$ cat config.mk
export PLATFORM = sky130hd
export DESIGN_NAME = subBusTop
export DESIGN_NICKNAME = d
export VERILOG_FILES = /design/src/verilog/subBusPkg.sv /design/src/verilog/subBusTop.sv /design/src/verilog/frameWatchdog.sv /design/src/verilog/videoLatches.sv /design/src/verilog/addressDecoder.sv
export VERILOG_INCLUDE_DIRS = /design/src /design/src/verilog
export SDC_FILE = /design/constraint.sdc
export NUM_CORES = 1
export LEC_CHECK = 0
export BUFFER_PORTS_ARGS = -buffer_cell sky130_fd_sc_hd__buf_2
export CAP_MARGIN = 40
export CORE_MARGIN = 1
export CORE_UTILIZATION = 45
export DETAILED_ROUTE_END_ITERATION = 6
export GPL_TIMING_DRIVEN = 0
export PLACE_DENSITY = 0.72
export SYNTH_ARGS = -nofsm -noshare
export SYNTH_HDL_FRONTEND = slang
export SYNTH_SLANG_ARGS = --single-unit
$ cat constraint.sdc
create_clock -name nVBLK -period 2.3 [get_ports nVBLK]
set_input_delay 0.23 -clock nVBLK [delete_from_list [all_inputs] [get_ports nVBLK]]
set_output_delay 0.23 -clock nVBLK [all_outputs]
set_load 0.1 [all_outputs]
$ cat src/verilog/subBusCfg.svh
`ifndef SUB_BUS_CFG_SVH
`define SUB_BUS_CFG_SVH

// Secondary CPU bus widths
`define SUB_ADDR_W 16
`define SUB_DATA_W 8

// Latch register widths
`define LATCH_IDX_W 3
`define SCROLL_W 16
`define PRIO_W 3

// Frame watchdog counts in vertical blanks
`define WDOG_W 4
`define WDOG_WRAP 10
`define WDOG_RESET_AT 8

// Region base addresses in priority order
`define BASE_SCR0 16'h0000
`define BASE_SCR1 16'h2000
`define BASE_SND 16'h4000
`define BASE_OBJ 16'h4400
`define BASE_SPGM 16'h6000
`define BASE_WDOG 16'h8000
`define BASE_INTACK 16'h8400
`define BASE_BANK 16'h8800
`define BASE_LTH0 16'h9000
`define BASE_LTH1 16'h9400
`define BASE_LTH1_END 16'h9800
`define BASE_LTH2 16'hA000
`define BASE_LTH2_END 16'hA400
`define BASE_MPGM 16'h8000

`endif
$ cat src/verilog/subBusPkg.sv
`default_nettype none

package subBusPkg;

	////////////////////////////////////////////////////////////////////////////
	// Decoded memory region of one bus cycle
	////////////////////////////////////////////////////////////////////////////

	// Listed in decode priority order
	typedef enum logic [3:0] {
		// Video RAM 1 at 0000h
		regScr0,
		// Video RAM 2 at 2000h
		regScr1,
		// Sound chip shared RAM at 4000h, ahead of object RAM
		regSnd,
		// Object RAM at 4400h
		regObj,
		// Sub program ROM at 6000h
		regSpgm,
		// Watchdog clear at 8000h, write only
		regWdog,
		// Interrupt acknowledge at 8400h, write only
		regIntAck,
		// Tile bank select at 8800h, write only
		regBank,
		// Scroll and priority for layers 0 and 1
		regLth0,
		// Scroll and priority for layers 2 and 3
		regLth1,
		// Back colour at A000h
		regLth2,
		// Unmapped or wrong direction
		regNone
	} region_e;

endpackage

`default_nettype wire

$ cat src/verilog/subBusTop.sv
`timescale 1ns/1ps
`default_nettype none

`include "subBusCfg.svh"

module subBusTop (
	input  wire logic                   nVBLK,
	input  wire logic                   rstN,
	input  wire logic                   busValid,
	input  wire logic                   busWrite,
	input  wire logic [`SUB_ADDR_W-1:0] addr,
	input  wire logic [`SUB_DATA_W-1:0] data,
	input  wire logic                   frameTick,
	output logic                        nScr0,
	output logic                        nScr1,
	output logic                        nObj,
	output logic                        nSnd,
	output logic                        nSpgm,
	output logic                        nMpgm,
	output logic                        nBufEn,
	output logic [`SCROLL_W-1:0]        scrollX0,
	output logic [`SCROLL_W-1:0]        scrollX1,
	output logic [`SCROLL_W-1:0]        scrollX2,
	output logic [`SCROLL_W-1:0]        scrollX3,
	output logic [`PRIO_W-1:0]          prio0,
	output logic [`PRIO_W-1:0]          prio1,
	output logic [`PRIO_W-1:0]          prio2,
	output logic [`PRIO_W-1:0]          prio3,
	output logic [`SUB_DATA_W-1:0]      romBank0,
	output logic [`SUB_DATA_W-1:0]      romBank1,
	output logic [`SUB_DATA_W-1:0]      backColor,
	output logic                        tileBank,
	output logic                        nRes,
	output logic                        nIrq
);

	// Registered bus cycle shared by latch and frame stages
	subBusPkg::region_e s1Region;
	logic s1Valid;
	logic s1Write;
	logic [`LATCH_IDX_W-1:0] s1Index;
	logic [`SUB_DATA_W-1:0] s1Data;

	////////////////////////////////////////////////////////////////////////////
	// Decode stage
	////////////////////////////////////////////////////////////////////////////

	// Chip selects leave the board straight from here
	addressDecoder addressDecoder_i (
		.nVBLK(nVBLK), .rstN(rstN),
		.busValid(busValid), .busWrite(busWrite), .addr(addr), .data(data),
		.s1Region(s1Region), .s1Valid(s1Valid), .s1Write(s1Write),
		.s1Index(s1Index), .s1Data(s1Data),
		.nScr0(nScr0), .nScr1(nScr1), .nObj(nObj), .nSnd(nSnd),
		.nSpgm(nSpgm), .nMpgm(nMpgm), .nBufEn(nBufEn)
	);

	////////////////////////////////////////////////////////////////////////////
	// Latch and frame stages
	////////////////////////////////////////////////////////////////////////////

	videoLatches videoLatches_i (
		.nVBLK(nVBLK), .rstN(rstN),
		.s1Valid(s1Valid), .s1Write(s1Write), .s1Region(s1Region),
		.s1Index(s1Index), .s1Data(s1Data),
		.scrollX0(scrollX0), .scrollX1(scrollX1), .scrollX2(scrollX2), .scrollX3(scrollX3),
		.prio0(prio0), .prio1(prio1), .prio2(prio2), .prio3(prio3),
		.romBank0(romBank0), .romBank1(romBank1),
		.backColor(backColor), .tileBank(tileBank)
	);

	// Frame tick enters here directly, one stage ahead of bus strobes
	frameWatchdog frameWatchdog_i (
		.nVBLK(nVBLK), .rstN(rstN), .frameTick(frameTick),
		.s1Valid(s1Valid), .s1Write(s1Write), .s1Region(s1Region),
		.nRes(nRes), .nIrq(nIrq)
	);

endmodule

`default_nettype wire

$ cat src/verilog/frameWatchdog.sv
`timescale 1ns/1ps
`default_nettype none

`include "subBusCfg.svh"

module frameWatchdog (
	input  wire logic               nVBLK,
	input  wire logic               rstN,
	input  wire logic               frameTick,
	input  wire logic               s1Valid,
	input  wire logic               s1Write,
	input  wire subBusPkg::region_e s1Region,
	output logic                    nRes,
	output logic                    nIrq
);

	////////////////////////////////////////////////////////////////////////////
	// Bus strobes from the decode stage
	////////////////////////////////////////////////////////////////////////////

	logic [`WDOG_W-1:0] wdogCnt;
	logic wdogClear;
	logic intAck;
	logic atWrap;

	// Watchdog clear and interrupt acknowledge strobes
	assign wdogClear = s1Valid && s1Write && (s1Region == subBusPkg::regWdog);
	assign intAck = s1Valid && s1Write && (s1Region == subBusPkg::regIntAck);

	// Decade style counter tops out at the wrap count
	assign atWrap = (wdogCnt == `WDOG_W'(`WDOG_WRAP));

	////////////////////////////////////////////////////////////////////////////
	// Watchdog counter
	////////////////////////////////////////////////////////////////////////////

	// Clear beats a coincident frame tick
	always_ff @(posedge nVBLK) begin
		if (!rstN) begin
			wdogCnt <= '0;
		end else if (wdogClear) begin
			wdogCnt <= '0;
		end else if (frameTick) begin
			if (atWrap)
				wdogCnt <= '0;
			else
				wdogCnt <= wdogCnt + `WDOG_W'(1);
		end
	end

	// Board reset held low through the top counts
	assign nRes = (wdogCnt < `WDOG_W'(`WDOG_RESET_AT));

	////////////////////////////////////////////////////////////////////////////
	// Vertical blank interrupt
	////////////////////////////////////////////////////////////////////////////

	// A new blank wins over a late acknowledge
	always_ff @(posedge nVBLK) begin
		if (!rstN)
			nIrq <= 1'b1;
		else if (frameTick)
			nIrq <= 1'b0;
		else if (intAck)
			nIrq <= 1'b1;
	end

endmodule

`default_nettype wire

$ cat src/verilog/videoLatches.sv
`timescale 1ns/1ps
`default_nettype none

`include "subBusCfg.svh"

module videoLatches (
	input  wire logic                    nVBLK,
	input  wire logic                    rstN,
	input  wire logic                    s1Valid,
	input  wire logic                    s1Write,
	input  wire subBusPkg::region_e      s1Region,
	input  wire logic [`LATCH_IDX_W-1:0] s1Index,
	input  wire logic [`SUB_DATA_W-1:0]  s1Data,
	output logic [`SCROLL_W-1:0]         scrollX0,
	output logic [`SCROLL_W-1:0]         scrollX1,
	output logic [`SCROLL_W-1:0]         scrollX2,
	output logic [`SCROLL_W-1:0]         scrollX3,
	output logic [`PRIO_W-1:0]           prio0,
	output logic [`PRIO_W-1:0]           prio1,
	output logic [`PRIO_W-1:0]           prio2,
	output logic [`PRIO_W-1:0]           prio3,
	output logic [`SUB_DATA_W-1:0]       romBank0,
	output logic [`SUB_DATA_W-1:0]       romBank1,
	output logic [`SUB_DATA_W-1:0]       backColor,
	output logic                         tileBank
);

	////////////////////////////////////////////////////////////////////////////
	// Write decode
	////////////////////////////////////////////////////////////////////////////

	logic [`SCROLL_W-1:0] scrollQ [4];
	logic [`PRIO_W-1:0] prioQ [4];
	logic [`SUB_DATA_W-1:0] romBankQ [2];
	logic wrGroup;
	logic wrBack;
	logic wrBank;
	logic groupSel;
	logic [1:0] layer;
	logic [1:0] field;

	// Valid write into one of the two scroll groups
	assign wrGroup = s1Valid && s1Write &&
		((s1Region == subBusPkg::regLth0) || (s1Region == subBusPkg::regLth1));
	assign wrBack = s1Valid && s1Write && (s1Region == subBusPkg::regLth2);
	assign wrBank = s1Valid && s1Write && (s1Region == subBusPkg::regBank);

	// Group 0 holds layers 0 and 1 and group 1 holds layers 2 and 3
	assign groupSel = (s1Region == subBusPkg::regLth1);

	// Index bit 2 picks the second layer of the group
	assign layer = {groupSel, s1Index[2]};
	assign field = s1Index[1:0];

	////////////////////////////////////////////////////////////////////////////
	// Latch registers
	////////////////////////////////////////////////////////////////////////////

	always_ff @(posedge nVBLK) begin
		if (!rstN) begin
			for (int i = 0; i < 4; i++) begin
				scrollQ[i] <= '0;
				prioQ[i] <= '0;
			end
			romBankQ[0] <= '0;
			romBankQ[1] <= '0;
			backColor <= '0;
			tileBank <= 1'b0;
		end else begin
			if (wrGroup) begin
				case (field)
					// Scroll high then low byte
					2'd0: scrollQ[layer][`SCROLL_W-1:`SUB_DATA_W] <= s1Data;
					2'd1: scrollQ[layer][`SUB_DATA_W-1:0] <= s1Data;
					2'd2: prioQ[layer] <= s1Data[`PRIO_W-1:0];
					// Index 3 is the group ROM bank and index 7 is unused
					default: begin
						if (!s1Index[2])
							romBankQ[groupSel] <= s1Data;
					end
				endcase
			end
			if (wrBack)
				backColor <= s1Data;
			// Only data bit 0 is wired to the bank flop
			if (wrBank)
				tileBank <= s1Data[0];
		end
	end

	// Fan out to named layer outputs
	assign scrollX0 = scrollQ[0];
	assign scrollX1 = scrollQ[1];
	assign scrollX2 = scrollQ[2];
	assign scrollX3 = scrollQ[3];
	assign prio0 = prioQ[0];
	assign prio1 = prioQ[1];
	assign prio2 = prioQ[2];
	assign prio3 = prioQ[3];
	assign romBank0 = romBankQ[0];
	assign romBank1 = romBankQ[1];

endmodule

`default_nettype wire

$ cat src/verilog/addressDecoder.sv
`timescale 1ns/1ps
`default_nettype none

`include "subBusCfg.svh"

module addressDecoder (
	input  wire logic                    nVBLK,
	input  wire logic                    rstN,
	input  wire logic                    busValid,
	input  wire logic                    busWrite,
	input  wire logic [`SUB_ADDR_W-1:0]  addr,
	input  wire logic [`SUB_DATA_W-1:0]  data,
	output subBusPkg::region_e           s1Region,
	output logic                         s1Valid,
	output logic                         s1Write,
	output logic [`LATCH_IDX_W-1:0]      s1Index,
	output logic [`SUB_DATA_W-1:0]       s1Data,
	output logic                         nScr0,
	output logic                         nScr1,
	output logic                         nObj,
	output logic                         nSnd,
	output logic                         nSpgm,
	output logic                         nMpgm,
	output logic                         nBufEn
);

	////////////////////////////////////////////////////////////////////////////
	// Region classification
	////////////////////////////////////////////////////////////////////////////

	// Half open range check on the full address
	function automatic logic inRange(input logic [`SUB_ADDR_W-1:0] a,
			input logic [`SUB_ADDR_W-1:0] lo, input logic [`SUB_ADDR_W-1:0] hi);
		return (a >= lo) && (a < hi);
	endfunction

	// First match wins, so sound beats object RAM
	function automatic subBusPkg::region_e decodeRegion(input logic [`SUB_ADDR_W-1:0] a,
			input logic wr);
		subBusPkg::region_e r;
		r = subBusPkg::regNone;
		if (inRange(a, `BASE_SCR0, `BASE_SCR1))
			r = subBusPkg::regScr0;
		else if (inRange(a, `BASE_SCR1, `BASE_SND))
			r = subBusPkg::regScr1;
		else if (inRange(a, `BASE_SND, `BASE_OBJ))
			r = subBusPkg::regSnd;
		else if (inRange(a, `BASE_OBJ, `BASE_SPGM))
			r = subBusPkg::regObj;
		else if (inRange(a, `BASE_SPGM, `BASE_WDOG))
			r = subBusPkg::regSpgm;
		// Write only strobes fall through to regNone on reads
		else if (wr && inRange(a, `BASE_WDOG, `BASE_INTACK))
			r = subBusPkg::regWdog;
		else if (wr && inRange(a, `BASE_INTACK, `BASE_BANK))
			r = subBusPkg::regIntAck;
		else if (wr && inRange(a, `BASE_BANK, `BASE_LTH0))
			r = subBusPkg::regBank;
		else if (inRange(a, `BASE_LTH0, `BASE_LTH1))
			r = subBusPkg::regLth0;
		else if (inRange(a, `BASE_LTH1, `BASE_LTH1_END))
			r = subBusPkg::regLth1;
		else if (inRange(a, `BASE_LTH2, `BASE_LTH2_END))
			r = subBusPkg::regLth2;
		return r;
	endfunction

	subBusPkg::region_e region;
	logic selScr0;
	logic selScr1;
	logic selObj;
	logic selSnd;
	logic selSpgm;
	logic selMpgm;
	logic selBuf;

	assign region = decodeRegion(addr, busWrite);

	// Video and sound selects for either direction
	assign selScr0 = (region == subBusPkg::regScr0);
	assign selScr1 = (region == subBusPkg::regScr1);
	assign selObj = (region == subBusPkg::regObj);
	assign selSnd = (region == subBusPkg::regSnd);

	// Program ROMs are read only
	assign selSpgm = !busWrite && (region == subBusPkg::regSpgm);
	assign selMpgm = !busWrite && (addr >= `BASE_MPGM);

	// Data buffer opens for any video, sound or scroll latch access
	assign selBuf = selScr0 || selScr1 || selObj || selSnd ||
		(region == subBusPkg::regLth0) || (region == subBusPkg::regLth1);

	////////////////////////////////////////////////////////////////////////////
	// Stage 1 registers
	////////////////////////////////////////////////////////////////////////////

	// Control and selects, all selects idle high
	always_ff @(posedge nVBLK) begin
		if (!rstN) begin
			s1Valid <= 1'b0;
			s1Region <= subBusPkg::regNone;
			nScr0 <= 1'b1;
			nScr1 <= 1'b1;
			nObj <= 1'b1;
			nSnd <= 1'b1;
			nSpgm <= 1'b1;
			nMpgm <= 1'b1;
			nBufEn <= 1'b1;
		end else begin
			s1Valid <= busValid;
			s1Region <= region;
			nScr0 <= !(busValid && selScr0);
			nScr1 <= !(busValid && selScr1);
			nObj <= !(busValid && selObj);
			nSnd <= !(busValid && selSnd);
			nSpgm <= !(busValid && selSpgm);
			nMpgm <= !(busValid && selMpgm);
			nBufEn <= !(busValid && selBuf);
		end
	end

	// Cycle payload, qualified downstream by s1Valid
	always_ff @(posedge nVBLK) begin
		s1Write <= busWrite;
		s1Index <= addr[`LATCH_IDX_W-1:0];
		s1Data <= data;
	end

endmodule

`default_nettype wire

======== Yosys cells after proc, flatten, opt, wreduce, memory -nomap -nowiden ========
Memory sizes are Yosys's and may differ from the RTL's.
Index checks and enable logic that the tools add are counted.
storage, ports and cells
  bits in writable memories ............... 92
  word-level logic and storage cells ...... 151
  memories ................................ 3
  output and inout port bits .............. 110
  input bits .............................. 29
  register bits after elaboration ......... 38
memory list
  name                     depth  width  read ports  clocked after Yosys merged registers in  wr ports  RTL line            text
  videoLatches_i.scrollQ   4      16     4           0                                        4         videoLatches.sv:32  logic [`SCROLL_W-1:0] scrollQ [4];
  videoLatches_i.romBankQ  2      8      2           0                                        2         videoLatches.sv:34  logic [`SUB_DATA_W-1:0] romBankQ [2];
  videoLatches_i.prioQ     4      3      4           0                                        4         videoLatches.sv:33  logic [`PRIO_W-1:0] prioQ [4];
cells by class
  eq/ne operators ......................... 15
  reduce and logical (&&, ||, !) cells .... 51
  bitwise logic cells ..................... 1
  order comparisons ....................... 23
  add/sub/neg operators ................... 1
  muxes and demuxes ....................... 41
operators with widths
  cell                                                                                   count
  16-bit less-than comparator, second input constant                                     7
  16-bit greater-or-equal comparator, second input constant                              6
  16-bit by 15-bit greater-or-equal comparator with 1-bit output, second input constant  3
  16-bit by 15-bit less-than comparator with 1-bit output, second input constant         3
  4-bit two-way mux                                                                      11
  1-bit logical AND                                                                      29
  4-bit equality test, second input constant                                             6
  1-bit two-way mux                                                                      24
  4-bit by 3-bit equality test with 1-bit output, second input constant                  4
  16-bit by 1-bit greater-or-equal comparator with 1-bit output, second input constant   1
  16-bit by 14-bit greater-or-equal comparator with 1-bit output, second input constant  1
  16-bit by 14-bit less-than comparator with 1-bit output, second input constant         1
  16-bit two-way mux                                                                     1
  16-bit OR reduction                                                                    1
  4-bit by 2-bit equality test with 1-bit output, second input constant                  2
  1-bit logical NOT                                                                      8
  8-bit two-way mux                                                                      1
  8-bit OR reduction                                                                     1
  1-bit logical OR                                                                       6
  2-bit two-way mux                                                                      3
  3-bit OR reduction                                                                     2
  4-bit by 1-bit adder with 4-bit output, second input constant                          1
  4-bit by 1-bit equality test with 1-bit output, second input constant                  1
  4-bit logical NOT                                                                      1
  8 further kinds                                                                        8

======== Longest topological paths before layout ========
  depth in word-level cells ............... 21
  mapped depth ............................ 5
  gate-level depth less buffers ........... 4

======== Modules after synthesis ========
From an unflattened synthesis, not the netlist that was laid out.
unflattened totals
  cells, all modules ...................... 383
  area, all modules ....................... 4,943.5 um^2
by module, submodules not included
  module          instances  cells an instance  area an instance (um^2)  seq. area each (um^2)
  videoLatches    1          288                4,000.1                  2,942.8
  addressDecoder  1          64                 695.7                    480.5
  frameWatchdog   1          31                 247.7                    100.1

======== Worst setup path after synthesis ========
Ideal clock, no wire load.
  path kind ............................... register to register
  start ................................... reg addressDecoder_i.s1Region[3]
  end ..................................... mem videoLatches_i.romBankQ[1][0] in the netlist's numbering, enable pin
  data arrival time ....................... 1.602 ns
  setup time .............................. 0.384 ns
  path slack .............................. 0.314 ns
  data required time ...................... 1.916 ns
  cell stages (with the launch flop) ...... 5
  path through ............................ dfxtp_1 and2b_1 nand3b_1 buf_2 o21ai_0
RTL lines
  item                      RTL line               text
  start: declaration        addressDecoder.sv:13   output subBusPkg::region_e s1Region,
  start signal: assignment  addressDecoder.sv:101  s1Region <= subBusPkg::regNone;
  start signal: assignment  addressDecoder.sv:111  s1Region <= region;
  end: declaration          videoLatches.sv:34

==> run summary <==
DETAILED ROUTING
--------------------------------------------------------------------------------
Drt drc ...........................................................            2
Per-cell routed wire length .......................................      15.8 um
Total routed wirelength ...........................................     10900 um
DR vias/cell ......................................................         5.01
Detailed-router iteration count before antenna repair .............            7
Antenna-violating nets left .......................................            0
Starting DRT DRC Count ............................................          221
Vias ..............................................................         3460

TIMING
--------------------------------------------------------------------------------
Clock skew ........................................................   0.00830 ns
Number of pins exceeding their max-slew limit in the final report .            0
Final hold vios ...................................................            0
Final critical-path setup slack ...................................     0.155 ns
Number of setup violations in the final report ....................            0
Max frequency .....................................................      466 MHz
Slew at the pin closest to its max-slew limit .....................     0.539 ns
Fin crit share ....................................................        93.3%
RSZ-0062 raised after global routing ..............................        false
Max-slew headroom at the worst pin ................................        63.8%
Final critical delay including setup and external delays ..........      2.15 ns

POWER
--------------------------------------------------------------------------------
Clock group share of total power ..................................        43.9%
Static leakage ....................................................      2.62 nW
Net Sw Frac .......................................................        28.7%
Tot Pwr ...........................................................    0.00597 W
Psw ...............................................................    0.00171 W
Worst vdd rail ir drop ............................................       462 uV
Cell-internal power ...............................................    0.00426 W
Share of power burned in combinational logic ......................        12.1%
Sequential fraction of design power ...............................        44.0%
PD cells ..........................................................   945 nW/um2

GLOBAL ROUTING
--------------------------------------------------------------------------------
Met3 GRT Util .....................................................        5.24%
Peak-usage layer in the global routing report .....................         met2
Number of antenna violations at the first check in global routing .            0
Tot GR Track Use ..................................................        20.8%
Maximum number of pins on one net before global-route repair ......           17
Grt met1 use ......................................................        25.9%
Global-route met2 utilization .....................................        33.5%
Via count of the first global-routing pass ........................         3350
Leftover overflow at the end of global routing ....................            0
Wire length of the first global-routing pass ......................     17000 um

CRITICAL PATH
--------------------------------------------------------------------------------
Endpoint class of the critical path ...............................     register
Critical Setup Path Class ......................................... register to register
Data required time of the worst path ..............................      2.52 ns
Length in cells of the worst reg-to-reg path ......................            5
Crit Path Max Fanout ..............................................           10
CP startpoint kind ................................................     register
Data arrival time of the critical path ............................      2.36 ns

SYNTHESIS
--------------------------------------------------------------------------------
Share of async-settable or async-resettable flops after synthesis .           0%
Top cells by instance count after synthesis ....................... sky130_fd_sc_hd__edfxtp_1 (92), sky130_fd_sc_hd__nor2_1 (73), sky130_fd_sc_hd__nand2_1 (43)
Most used flip-flop cell after synthesis .......................... sky130_fd_sc_hd__edfxtp_1
Area of the mapped netlist ........................................     4740 um2
Mean cell area of the mapped netlist ..............................     12.7 um2
Total number of yosys warnings ....................................            0
Leading cell type by number of instances after synthesis .......... sky130_fd_sc_hd__edfxtp_1
Fraction of the yosys area taken by sequential cells ..............        74.4%
EDFF count, synth .................................................           92
Number of unique standard cell types used by synthesis ............           37
Largest cells by area after synthesis ............................. sky130_fd_sc_hd__edfxtp_1 (58%), sky130_fd_sc_hd__dfxtp_1 (16%), sky130_fd_sc_hd__nor2_1 (5.8%)
Number of instances in the synthesized netlist ....................          372
Largest area contributor in the synthesized netlist ............... sky130_fd_sc_hd__edfxtp_1
Post-Synthesis Net Count ..........................................          401
Synthesis-stage register bit count ................................          130
Area share of the largest cell type after synthesis ...............        58.3%

PLACEMENT
--------------------------------------------------------------------------------
Post-Place Worst Slack ............................................    0.0326 ns
Cell area reported after detailed placement .......................     5590 um2
Estimated wirelength of the detail-placed design ..................      7570 um
Port bufs .........................................................          131
Routability congestion estimate from global placement .............        0.784
Inst Count DP .....................................................          645

CLOCK TREE
--------------------------------------------------------------------------------
Number of buffers created by CTS ..................................           17
Clock tree root buffer cell ....................................... sky130_fd_sc_hd__clkbuf_8
Number of buffers between clock root and the deepest sink .........            2
Post-CTS setup-driven buffer insertion count ......................            0
Number of clock sinks .............................................          130
Clock latency on the worst-skew pair ..............................      0.51 ns
Maximum level of the CTS H-tree ...................................            4
TritonCTS clock tree ..............................................        built
Clock transition at the registers of the reported paths ...........      0.06 ns

STATUS
--------------------------------------------------------------------------------
Run status ........................................................ complete, but fails checks
Violations in the final reports ...................................          DRC

FINAL LAYOUT
--------------------------------------------------------------------------------
Fin nets ..........................................................          571
P&R area growth vs syn ............................................        33.4%
Final standard cell area without fillers ..........................     6320 um2
Non-filler instance count after layout ............................          691
Inserted Diodes ...................................................            0
Number of fillers in the final layout .............................          834
Fraction of layout cells with a size suffix above 1 ...............        32.4%

FLOORPLAN
--------------------------------------------------------------------------------
Vertical die dimension ............................................       105 um
Die Span X ........................................................       105 um
Core box area .....................................................    10300 um2
I/O Pins ..........................................................          139
Effective utilization at floorplan ................................        46.1%
Standard-cell rows ................................................           37
Die Footprint .....................................................    10900 um2

JOB
--------------------------------------------------------------------------------
Count of max-cap constraint violations ............................            0

WORST HOLD PATH
--------------------------------------------------------------------------------
Number of cells on the worst hold path ............................            3
Hold Path Class ................................................... input port to register

layout by cell type (no fill, tap or decap), types with 2 or more instances in the layout:
master,netlist,layout
sky130_fd_sc_hd__buf_2,2,139
sky130_fd_sc_hd__edfxtp_1,92,92
sky130_fd_sc_hd__nor2_1,73,73
sky130_fd_sc_hd__nand2_1,43,43
sky130_fd_sc_hd__dfxtp_1,38,38
sky130_fd_sc_hd__o21ai_0,22,20
sky130_fd_sc_hd__clkbuf_16,0,16
sky130_fd_sc_hd__nand3_1,15,15
sky130_fd_sc_hd__and2_1,15,15
sky130_fd_sc_hd__dlygate4sd3_1,0,14
sky130_fd_sc_hd__nand2b_1,8,8
sky130_fd_sc_hd__clkbuf_1,6,6
sky130_fd_sc_hd__nor2b_1,6,6
sky130_fd_sc_hd__nor3_1,6,6
sky130_fd_sc_hd__inv_6,0,6
sky130_fd_sc_hd__nand3b_1,4,4
sky130_fd_sc_hd__or3_1,4,4
sky130_fd_sc_hd__and3_1,4,4
sky130_fd_sc_hd__nand3_2,4,4
sky130_fd_sc_hd__a21oi_1,4,4
sky130_fd_sc_hd__inv_1,3,3
sky130_fd_sc_hd__or4_1,3,3
sky130_fd_sc_hd__clkinv_4,0,3
sky130_fd_sc_hd__o21ai_1,0,2
sky130_fd_sc_hd__o31ai_1,2,2
sky130_fd_sc_hd__nand4_1,2,2
sky130_fd_sc_hd__clkinvlp_4,0,2
sky130_fd_sc_hd__bufinv_16,0,2
power by group through the flow:
stage / sequential (W) / clock [W] / combinational (W)
2_1_floorplan: 0.00313 / 0 / 0.000104
3_3_place_gp: 0.00267 / 0 / 0.000695
3_5_place_dp: 0.00268 / 0 / 0.000705
4_1_cts: 0.00263 / 0.00265 / 0.000725
5_1_grt: 0.00263 / 0.00274 / 0.000751
6_report: 0.00263 / 0.00262 / 0.000725
worst max-delay path: stages, from the launching register on:
cell	delay, ns
sky130_fd_sc_hd__dfxtp_1	0.38
sky130_fd_sc_hd__and3b_1	0.32
sky130_fd_sc_hd__nand4_1	0.17
sky130_fd_sc_hd__clkbuf_1	0.27
sky130_fd_sc_hd__o21ai_0	0.43
sky130_fd_sc_hd__buf_2	0.28
flip-flops by register name, summed over array words and instances (netlist names), 3 cells and up:
| register | cells |
|---|---|
| videoLatches_i.scrollQ | 64 |
| videoLatches_i.romBankQ | 16 |
| frameWatchdog_i.wdogCnt | 4 |
| addressDecoder_i.s1Index | 3 |
| addressDecoder_i.s1Data | 8 |
| videoLatches_i.prioQ | 12 |
| videoLatches_i.backColor | 8 |
| addressDecoder_i.s1Region | 4 |
worst paths after layout:
kind | startpoint | to | slack (ns)
setup / recovery | addressDecoder_i.s1Index[2] | videoLatches_i.romBankQ[0][1] | 0.15
hold / removal | addr[15] | addressDecoder_i.s1Region[3] | 0.03
setup reg to reg | addressDecoder_i.s1Index[2] | videoLatches_i.romBankQ[0][1] | 0.15
hold reg to reg | videoLatches_i.backColor[3] | videoLatches_i.backColor[3] | 0.46
area by class of cell:
| type | instances | area, um2 | share of cell area, % |
|---|---|---|---|
| sequential | 130 | 3520 | 55.8 |
| multi-input combinational | 230 | 1170 | 18.5 |
| timing repair buffer | 151 | 826 | 13.1 |
| clock buffer | 17 | 414 | 6.56 |
| clock inverter | 15 | 170 | 2.69 |
| tap | 136 | 170 | 2.69 |
| buffer | 9 | 36.3 | 0.574 |
| inverter | 3 | 11.3 | 0.178 |
per-layer routing:
layer / wire (um) / part of all wire [%] / vias up
li1: - / - / 1658
met1: 4620 / 42 / 1641
met2: 5420 / 50 / 135
met3: 554 / 5.1 / 26
met4: 318 / 2.9 / 0
met5: 0 / 0 / -
what timing repair did:
item | CTS | global route
hold endpoints to repair | 16 | 0
hold buffers | 14 | 0
endpoints found under the setup margin | 0 | 8
gates resized for setup | 0 | 2
per-stage QoR:
stage / hold WS (ns) / setup TNS, ns / utilization [%]
finish: 0.0283 / 0 / 61.5
global route: 0.0331 / 0 / 61.5
CTS: 0.00227 / 0 / 61.5
detailed placement: 0.334 / 0 / 54.4
global placement: 0.334 / -3.15 / 54.1
floorplan: 0.258 / 0 / -
kinds of logic after synthesis:
logic type	synth area share, %
flops	74.4
buf+inv	1.00
xor+xnor	0.185
compound gates	3.70
mux	0.211
simple gates	20.5
Power figures use the tool's default switching activity.
